### src/include/board_cfg.svh
`ifndef BOARD_CFG_SVH
`define BOARD_CFG_SVH

// Game buttons per player, start/coin/pause sit right above them
`define BOARD_BUTTONS 2

// 1 when the game core reads its controls inverted
`define BOARD_INPUTS_ACTIVE_LOW 1

// Game reset stretch after the last cause, in clk_sys cycles
`define BOARD_GAME_RST_LEN 255

`endif
### src/hw/board_pkg.sv
package board_pkg;

    // Board settings decoded from the OSD status word and core_mod
    //
    // status[2] & core_mod[0]  rot_control
    // status[3]                flip
    // status[4]                test
    // status[6:5]              fxlevel
    // status[7] low            enable_fm
    // status[8] low            enable_psg
    // status[9]                osd_pause
    // core_mod[1]              en4way
    typedef struct packed {
        logic       rot_control;  // Rotate joystick directions
        logic       flip;         // Screen flip dip
        logic       test;         // Test mode dip
        logic [1:0] fxlevel;
        logic       enable_fm;
        logic       enable_psg;
        logic       osd_pause;    // Pause request from the OSD
        logic       en4way;       // Restrict joysticks to 4 directions
    } board_settings_t;

endpackage

### src/hw/input_pkg.sv
package input_pkg;

    // Board joystick word
    // [3:0] right, left, down, up
    // [15:4] buttons, then start, coin and pause
    typedef logic [15:0] board_joy_t;

    // Joystick word as the game core sees it
    typedef logic [9:0] game_joy_t;

    // One board joystick per player
    typedef struct packed {
        board_joy_t joy4;
        board_joy_t joy3;
        board_joy_t joy2;
        board_joy_t joy1;
    } board_joys_t;

    typedef struct packed {
        game_joy_t joy4;
        game_joy_t joy3;
        game_joy_t joy2;
        game_joy_t joy1;
    } game_joys_t;

    // Keys as delivered by the keyboard decoder, active high
    typedef struct packed {
        game_joy_t  joy1;
        game_joy_t  joy2;
        game_joy_t  joy3;
        logic [3:0] start;
        logic [3:0] coin;
        logic       reset;    // Soft reset key
        logic       pause;
        logic       service;
        logic [3:0] gfx;      // Layer toggle keys
    } key_state_t;

    // Controls sent to the game, polarity already applied
    typedef struct packed {
        logic [3:0] coin;
        logic [3:0] start;
        logic       service;
        logic [3:0] gfx_en;
    } player_ctrl_t;

endpackage

### src/hw/arcade_board_top.sv
`timescale 1ns/1ps

module arcade_board_top (
    input  logic                       clk_sys,
    input  logic                       rst,
    input  logic [6:0]                 core_mod,
    input  logic [31:0]                status,
    input  input_pkg::board_joys_t     joys,
    input  input_pkg::key_state_t      keys,
    input  logic                       downloading,
    input  logic                       rst_req,
    output logic                       game_rst,
    output input_pkg::game_joys_t      game_joys,
    output input_pkg::player_ctrl_t    ctrl,
    output logic                       game_pause,
    output board_pkg::board_settings_t settings
);

    logic       joy_pause;
    logic       soft_rst;
    logic       service;
    logic [3:0] gfx_en;
    logic [3:0] coin;
    logic [3:0] start;

    // Gather the game controls into one word
    assign ctrl = '{coin: coin, start: start, service: service, gfx_en: gfx_en};

    player_input_map u_input_map (
        .clk_sys     ( clk_sys              ),
        .rst         ( rst                  ),
        .joys        ( joys                 ),
        .keys        ( keys                 ),
        .en4way      ( settings.en4way      ),
        .rot_control ( settings.rot_control ),
        .game_joys   ( game_joys            ),
        .coin        ( coin                 ),
        .start       ( start                ),
        .joy_pause   ( joy_pause            )
    );

    board_ctrl u_board_ctrl (
        .clk_sys     ( clk_sys     ),
        .rst         ( rst         ),
        .status      ( status      ),
        .core_mod    ( core_mod    ),
        .keys        ( keys        ),
        .joy_pause   ( joy_pause   ),
        .downloading ( downloading ),
        .settings    ( settings    ),
        .game_pause  ( game_pause  ),
        .service     ( service     ),
        .gfx_en      ( gfx_en      ),
        .soft_rst    ( soft_rst    )
    );

    game_reset_gen u_game_rst (
        .clk_sys     ( clk_sys       ),
        .rst         ( rst           ),
        .downloading ( downloading   ),
        .rst_req     ( rst_req       ),
        .soft_rst    ( soft_rst      ),
        .flip        ( settings.flip ),
        .game_rst    ( game_rst      )
    );

endmodule

### src/hw/game_reset_gen.sv
`timescale 1ns/1ps
`include "board_cfg.svh"

module game_reset_gen (
    input  logic clk_sys,
    input  logic rst,
    input  logic downloading,
    input  logic rst_req,
    input  logic soft_rst,
    input  logic flip,
    output logic game_rst
);

    localparam int            LEN     = `BOARD_GAME_RST_LEN;
    localparam int            CW      = $clog2(LEN + 1);
    localparam logic [CW-1:0] CNT_END = LEN[CW-1:0];

    logic [CW-1:0] cnt;
    logic          flip_q;
    logic          flip_chg;   // One cycle after any flip change
    logic          cause;

    assign cause = rst | downloading | rst_req | soft_rst | flip_chg;

    always_ff @(posedge clk_sys) begin
        if (rst) begin
            flip_q   <= flip;
            flip_chg <= 1'b0;
        end else begin
            flip_q   <= flip;
            flip_chg <= flip_q != flip;
        end
    end

    // Counter restarts on every cause and saturates at the end value
    always_ff @(posedge clk_sys) begin
        if (cause) begin
            cnt      <= '0;
            game_rst <= 1'b1;
        end else if (cnt != CNT_END) begin
            cnt      <= cnt + 1'b1;
            game_rst <= 1'b1;
        end else begin
            game_rst <= 1'b0;
        end
    end

endmodule

### src/hw/board_ctrl.sv
`timescale 1ns/1ps
`include "board_cfg.svh"

module board_ctrl (
    input  logic                       clk_sys,
    input  logic                       rst,
    input  logic [31:0]                status,
    input  logic [6:0]                 core_mod,
    input  input_pkg::key_state_t      keys,
    input  logic                       joy_pause,
    input  logic                       downloading,
    output board_pkg::board_settings_t settings,
    output logic                       game_pause,
    output logic                       service,
    output logic [3:0]                 gfx_en,
    output logic                       soft_rst
);

    localparam logic INV = `BOARD_INPUTS_ACTIVE_LOW;

    logic       last_key_pause;
    logic       last_joy_pause;
    logic       last_osd_pause;
    logic       last_reset;
    logic [3:0] last_gfx;
    logic       pause_edge;
    logic [3:0] gfx_edge;

    // Any of the three pause sources toggles
    assign pause_edge = (keys.pause & ~last_key_pause) |
                        (joy_pause & ~last_joy_pause) |
                        (settings.osd_pause & ~last_osd_pause);

    assign gfx_edge = keys.gfx & ~last_gfx;

    always_ff @(posedge clk_sys) begin
        if (rst) begin
            settings <= '0;
        end else begin
            settings <= '{
                rot_control: status[2] & core_mod[0],
                flip:        status[3],
                test:        status[4],
                fxlevel:     status[6:5],
                enable_fm:   ~status[7],   // Sound chips on by default
                enable_psg:  ~status[8],
                osd_pause:   status[9],
                en4way:      core_mod[1]
            };
        end
    end

    always_ff @(posedge clk_sys) begin
        if (rst) begin
            last_key_pause <= 1'b0;
            last_joy_pause <= 1'b0;
            last_osd_pause <= 1'b0;
            last_reset     <= 1'b0;
            last_gfx       <= 4'd0;
            game_pause     <= 1'b0;
            service        <= INV;       // Inactive level
            gfx_en         <= 4'hf;      // All layers shown
            soft_rst       <= 1'b0;
        end else begin
            last_key_pause <= keys.pause;
            last_joy_pause <= joy_pause;
            last_osd_pause <= settings.osd_pause;
            last_reset     <= keys.reset;
            last_gfx       <= keys.gfx;

            if (downloading) begin
                game_pause <= 1'b0;
            end else if (pause_edge) begin
                game_pause <= ~game_pause;
            end

            gfx_en   <= gfx_en ^ gfx_edge;
            service  <= keys.service ^ INV;
            soft_rst <= keys.reset & ~last_reset;   // Single cycle pulse
        end
    end

endmodule

### src/hw/player_input_map.sv
`timescale 1ns/1ps
`include "board_cfg.svh"

module player_input_map (
    input  logic                  clk_sys,
    input  logic                  rst,
    input  input_pkg::board_joys_t joys,
    input  input_pkg::key_state_t  keys,
    input  logic                  en4way,
    input  logic                  rot_control,
    output input_pkg::game_joys_t  game_joys,
    output logic [3:0]            coin,
    output logic [3:0]            start,
    output logic                  joy_pause
);

    localparam int   START_BIT = 6 + `BOARD_BUTTONS - 2;
    localparam int   COIN_BIT  = 7 + `BOARD_BUTTONS - 2;
    localparam int   PAUSE_BIT = 8 + `BOARD_BUTTONS - 2;
    localparam logic INV       = `BOARD_INPUTS_ACTIVE_LOW;

    input_pkg::board_joy_t joy_in   [4];
    input_pkg::board_joy_t joy_sync [4];
    input_pkg::game_joy_t  key_joy  [4];
    input_pkg::game_joy_t  joy_q    [4];
    logic [3:0]            dir4     [4];
    logic [3:0]            coin_joy;
    logic [3:0]            start_joy;

    // Swap directions for games on a rotated screen
    function automatic input_pkg::game_joy_t rotate_dirs(
        input input_pkg::game_joy_t j,
        input logic                 rot
    );
        rotate_dirs = rot ? {j[9:4], j[0], j[1], j[3], j[2]} : j;
    endfunction

    assign joy_in[0] = joys.joy1;
    assign joy_in[1] = joys.joy2;
    assign joy_in[2] = joys.joy3;
    assign joy_in[3] = joys.joy4;

    assign key_joy[0] = keys.joy1;
    assign key_joy[1] = keys.joy2;
    assign key_joy[2] = keys.joy3;
    assign key_joy[3] = '0;         // No keyboard map for player 4

    for (genvar i = 0; i < 4; i++) begin : g_player
        joy_4way_filter u_filter (
            .clk_sys ( clk_sys         ),
            .rst     ( rst             ),
            .enable  ( en4way          ),
            .joy8    ( joy_in[i][3:0]  ),
            .joy4    ( dir4[i]         )
        );
    end

    // Sync stage, directions arrive one cycle behind the buttons
    always_ff @(posedge clk_sys) begin
        if (rst) begin
            for (int i = 0; i < 4; i++) joy_sync[i] <= '0;
        end else begin
            for (int i = 0; i < 4; i++) joy_sync[i] <= {joy_in[i][15:4], dir4[i]};
        end
    end

    always_comb begin
        for (int i = 0; i < 4; i++) begin
            coin_joy[i]  = joy_sync[i][COIN_BIT];
            start_joy[i] = joy_sync[i][START_BIT];
        end
    end

    assign joy_pause = joy_sync[0][PAUSE_BIT] | joy_sync[1][PAUSE_BIT];

    always_ff @(posedge clk_sys) begin
        if (rst) begin
            for (int i = 0; i < 4; i++) joy_q[i] <= {10{INV}};
            coin  <= {4{INV}};
            start <= {4{INV}};
        end else begin
            for (int i = 0; i < 4; i++) begin
                joy_q[i] <= {10{INV}} ^ rotate_dirs(joy_sync[i][9:0] | key_joy[i], rot_control);
            end
            coin  <= {4{INV}} ^ (coin_joy | keys.coin);
            start <= {4{INV}} ^ (start_joy | keys.start);
        end
    end

    assign game_joys = '{joy4: joy_q[3], joy3: joy_q[2], joy2: joy_q[1], joy1: joy_q[0]};

endmodule

### src/hw/joy_4way_filter.sv
`timescale 1ns/1ps

module joy_4way_filter (
    input  logic       clk_sys,
    input  logic       rst,
    input  logic       enable,
    input  logic [3:0] joy8,
    output logic [3:0] joy4
);

    logic [3:0] last_dir;   // Last single direction seen
    logic       single;

    // Exactly one of right, left, down, up
    assign single = (joy8 == 4'b0001) || (joy8 == 4'b0010) ||
                    (joy8 == 4'b0100) || (joy8 == 4'b1000);

    always_ff @(posedge clk_sys) begin
        if (rst) begin
            last_dir <= 4'd0;
            joy4     <= 4'd0;
        end else if (!enable) begin
            joy4     <= joy8;       // Plain register stage
        end else if (single) begin
            last_dir <= joy8;
            joy4     <= joy8;
        end else if (joy8 == 4'd0) begin
            // Stick released, forget the held direction
            last_dir <= 4'd0;
            joy4     <= 4'd0;
        end else begin
            joy4     <= last_dir;   // Diagonal keeps the earlier direction
        end
    end

endmodule

### config.mk
export PLATFORM = sky130hd
export DESIGN_NAME = arcade_board_top
export DESIGN_NICKNAME = d
export VERILOG_FILES = /design/src/hw/board_pkg.sv /design/src/hw/input_pkg.sv /design/src/hw/arcade_board_top.sv /design/src/hw/game_reset_gen.sv /design/src/hw/board_ctrl.sv /design/src/hw/player_input_map.sv /design/src/hw/joy_4way_filter.sv
export VERILOG_INCLUDE_DIRS = /design/src /design/src/include
export SDC_FILE = /design/constraint.sdc
export NUM_CORES = 1
export LEC_CHECK = 0
export ABC_AREA = 1
export BUFFER_PORTS_ARGS = -buffer_cell sky130_fd_sc_hd__buf_4
export CAP_MARGIN = 10
export CELL_PAD_IN_SITES_DETAIL_PLACEMENT = 1
export CELL_PAD_IN_SITES_GLOBAL_PLACEMENT = 1
export CORE_UTILIZATION = 34
export DETAILED_ROUTE_END_ITERATION = 12
export PLACE_DENSITY_LB_ADDON = 0.1
export SYNTH_ARGS = -nofsm -noshare
export SYNTH_HDL_FRONTEND = slang
export SYNTH_SLANG_ARGS = --single-unit
export TNS_END_PERCENT = 100
### constraint.sdc
create_clock -name clk_sys -period 1.8 [get_ports clk_sys]
set_clock_uncertainty 0.1 [all_clocks]
set_input_delay 0.18 -clock clk_sys [delete_from_list [all_inputs] [get_ports clk_sys]]
set_output_delay 0.18 -clock clk_sys [all_outputs]
set_load 0.005 [all_outputs]
---- Word-level counts from Yosys, hierarchy flattened ----
Memories as Yosys holds them, arrays and structs flattened.
Index checks and enable logic that the tools add are counted.
cells by class
  add/subtract/negate cells ............... 1
  equal/unequal tests ..................... 18
  multiplexer cells ....................... 28
  bitwise operators ....................... 42
  reduce and logical (&&, ||, !) cells .... 17
operators with widths
  cell                   number
  $mux W16               4
  $mux W4                16
  $mux W10               4
  $not A10 Y10           4
  $or A10 B10 Y10        3
  $eq A4 B1 Y1 const B   4
  $eq A4 B2 Y1 const B   4
  $eq A4 B3 Y1 const B   4
  $eq A4 B4 Y1 const B   4
  $logic_not A4 Y1       4
  $or A1 B1 Y1           15
  $logic_or A1 B1 Y1     12
  $not A4 Y4             3
  $add A8 B1 Y8 const B  1
  $ne A8 B8 Y1 const B   1
  $not A1 Y1             8
  $or A4 B4 Y4           2
  $and A1 B1 Y1          5
  $and A4 B4 Y4          1
  $mux W1                4
  $xor A4 B4 Y4          1
  $reduce_or A2 Y1       1
  $ne A1 B1 Y1           1
storage, ports and cells
  bits in registers ....................... 75
  memory bits (writable) .................. 104
  memories kept ........................... 2
memories
  name                  words  width  rd ports  clocked after memory_dff  wr ports  RTL line                RTL
  u_input_map.joy_sync  4      16     4         0                         4         player_input_map.sv:23  input_pkg::board_joy_t joy_sync [4];
  u_input_map.joy_q     4      10     4         0                         4         player_input_map.sv:25  input_pkg::game_joy_t joy_q [4];

---- Logic depth before layout (Yosys ltp) ----
  depth after elaboration ................. 6
  depth in mapped cells ................... 9
  mapped depth without buffers ............ 9

---- Modules after synthesis ----
A second synthesis with hierarchy kept.
second synthesis, totals
  cell total of the unflattened synthesis .. 681
  area, all modules ....................... 5534.1 um2
by module, submodules not included
  module            times used  cells each  area an instance (um2)  seq. area each (um2)
  player_input_map  1           276         2651.3                  1761.7
  joy_4way_filter   4           62          405.4                   160.2
  board_ctrl        1           85          750.7                   480.5
  game_reset_gen    1           71          503.0                   220.2
  arcade_board_top  1           1           7.5                     0.0

---- Worst setup path after synthesis ----
No wires, ideal clock.
  path kind ............................... register to register
  from .................................... register u_game_rst.cnt[0]
  to ...................................... register u_game_rst.cnt[7]
  arrival time ............................ 1.064 ns
  data required time ...................... 1.591 ns
  path slack .............................. 0.527 ns
  stages on the path, launching flop included .. 10
  path buffers ............................ 0
  cell sequence ........................... dfxtp_1 ha_1 nand2_1 inv_1 nand2_2 nand2_1 o21ai_0 nand2_1 nand2_1 inv_1
between the ends
  cells in the longest elaborated chain, start to end .. 1
  elaborated cells between the ends (all ways) .. 2
  classes of those cells .................. 1 x add/sub; 1 x eq/ne
ends and longest elaborated chain
  element                                               RTL line                                    RTL
  start: declaration                                    game_reset_gen.sv:18                        logic [CW-1:0] cnt;
  start signal: assignment                              game_reset_gen.sv:41                        cnt <= cnt + 1'b1;
  $add A8 B1 Y8 / $ne A8 B8 Y1 (equally long branches)  game_reset_gen.sv:41, game_reset_gen.sv:40
Parallel ways exist; a longest one is shown, timed or not.
A chain may end at the register's enable or synchronous reset.

==> impl_metrics.toml <==
[power_and_ir_drop]
clock_power_share_pct = 46.0
power_mw = 8.62
intPower_mw = 6.69
p_switching_mw = 1.93
irDropWorstVdd_v = 0.000627
power_frac_seq_pct = 42.9
switching_share_pct = 22.4
p_leak_nw = 3.92
comb_power_share_pct = 11.0
p_per_area_nw_per_um2 = 1030

[clocking]
cts_buffers = 17
clk_pin_slew_ns = 0.06
postCtsHoldBufs = 94
clock_sinks = 155
cts_tree = "yes"
post_cts_resize_count = 0
post_cts_buffers = 0
cts_max_level = 4
cts_root_buf = "clkbuf_16"
cts_buffer_depth = 2
clock_latency_ns = 0.42

[place]
dp_hpwl_um = 10400
port_buffers = 162
place_congestion = 0.791

[route]
first_pass_iters = 4
vias = 5044
wl_um = 16200
drt-initial-drc-count = 218
viasPerCell = 4.48
postRouteAntennaNets = 0
wire_per_inst_um = 14.4
route.detailed.drc = 0

[setup_path]
critPathKind = "flop to flop"
cp.arrival_ns = 1.69
cp_max_fo = 16
end_kind = "flop"
start_kind = "flop"
cp.required_ns = 2.00

[floorplanning]
ios = 216
die_h_um = 128
coreArea_um2 = 15300
start_util_pct = 35.2
die-area_um2 = 16400
die_width_um = 128
rows = 45

[global_route]
grt_pass1_wl_um = 25900
grt_pass1_vias = 5331
overflow = 0
grt_max_degree = 74
grt_usage_pct = 20.6
antenna_found_initial = 0

[sta]
post-route-period-util_pct = 82.3
fin_crit_ns = 1.48
relSlewSlack_pct = 68.9
setup_tns_ns = 0
worstMarginPinSlew_ns = 0.467
finalHoldViolCount = 0
setup_viol = 0
timing.fmax_mhz = 675
whs_ns = 0.0220
maxSlewViolCount = 0
grt_setup_unrepaired = "false"

[synthesis]
yosysUniqueCellTypes = 28
synth_nets = 798
synth_area_per_cell_um2 = 8.35
synth_area_leaders = "dfxtp_1, nand2_1, inv_1"
netlist_area_um2 = 5390
yosysSeqAreaShare_pct = 57.6
ys.flop_type = "dfxtp_1"
yosysTopAreaCell = "dfxtp_1"
synth_seq_cells = 155
async_reset_ff_share_pct = 0
synth_top_area_share_pct = 57.6
syn_inst = 645
synth_edf_count = 0
yosys_warnings = 0

[hold_path]
hold_path_class = "primary input to flop"

[cells_and_area]
final_cell_mix = "buf_4, dfxtp_1, nand2_1"
layout_commonest_cell = "buf_4"
antenna_cells = 0
drive_above_1_share_pct = 26.9
area.growth.synth_to_final_pct = 55.9
nets = 1054

[outcome]
status = "complete, no violations"

[run]
cap_violations = 0
[final cells by class]
| type | instances | area [um2] |
|---|---|---|
| Clock inverter | 13 | 215 |
| Multi-Input combinational cell | 364 | 1770 |
| Clock buffer | 19 | 453 |
| Fill cell | 1801 | 6910 |
| Tap cell | 211 | 264 |
| Sequential cell | 155 | 3100 |
| Inverter | 100 | 375 |
| Timing Repair Buffer | 263 | 2220 |
[cell usage after synthesis, types with 2 or more instances]
cell type / instances
nand2_4: 2
a21oi_1: 40
buf_4: 4
nand3_2: 7
nor2_1: 76
o21ai_0: 40
clkbuf_1: 6
or2_2: 2
nand3_1: 43
buf_2: 14
dfxtp_1: 155
nor3_1: 6
nand2_1: 101
inv_1: 90
o311ai_0: 12
inv_2: 10
nand3b_1: 5
nand2_2: 22
[logic make-up (layout without fill, tap and decap cells)]
kind of cell	Yosys count	count (layout)	synth area share (%)
AO/OA/AOI/OAI	94	94	9.59
flip-flops	155	155	57.6
buffers and inverters	126	395	9.57
adder cells (fa/ha/maj)	1	1	0.232
AND/OR/NAND/NOR	267	267	22.7
XOR/XNOR	2	2	0.325
[metrics by stage]
step,cell area (um2),worst slack (ns),instances,utilization (%)
final,8400,0.319,1125,54.9
after global placement,6790,0.392,999,44.4
after floorplan,5390,0.527,645,-
after detailed placement,6790,0.262,999,44.4
after global routing,8400,0.122,1125,54.9
after CTS,8400,0.263,1125,54.9
[path summary, 6_finish.rpt]
| kind | start | end | slack (ns) | cells past startpoint |
|---|---|---|---|---|
| setup reg to reg | u_board_ctrl.settings[8] | u_input_map.joy_q[1][0] | 0.32 | 2 |
| setup / recovery | u_board_ctrl.settings[8] | u_input_map.joy_q[1][0] | 0.32 | 2 |
| hold / removal | keys[16] | u_input_map.joy_q[2][1] | 0.02 | 4 |
| hold reg to reg | u_input_map.joy_sync[3][5] | u_input_map.joy_q[3][5] | 0.27 | 1 |
[state kept, by name, indices dropped and copies added (netlist names), 4 cells and up]
name / cells
u_input_map.joy_q: 40
u_input_map.joy_sync: 40
u_input_map.g_player.u_filter.joy4: 16
u_input_map.g_player.u_filter.last_dir: 16
u_board_ctrl.settings: 9
u_game_rst.cnt: 8
u_board_ctrl.gfx_en: 4
u_board_ctrl.last_gfx: 4
u_input_map.coin: 4
u_input_map.start: 4
[power groups by stage]
| stage | sequential, mW | combinational (mW) | clock [mW] |
|---|---|---|---|
| 4_1_cts | 3.70 | 0.947 | 4.06 |
| 6_report | 3.70 | 0.951 | 3.97 |
| 3_3_place_gp | 3.76 | 0.747 | 0 |
| 5_1_grt | 3.71 | 1.05 | 4.23 |
| 2_1_floorplan | 3.76 | 0.349 | 0 |
| 3_5_place_dp | 3.77 | 0.771 | 0 |
[layer usage]
metal,vias to the layer above,track usage [%],wire length [um]
met5,-,0,0
met4,0,7.20,280
met3,18,6.89,873
met2,111,38.8,8660
met1,2384,21.2,6380
li1,2531,-,-
[critical path, stage by stage (launching register included)]
cell and delay, ns:
dfxtp_1 0.55, inv_1 0.34, o311ai_0 0.38
No activity file was read; power rests on OpenSTA's default activity.
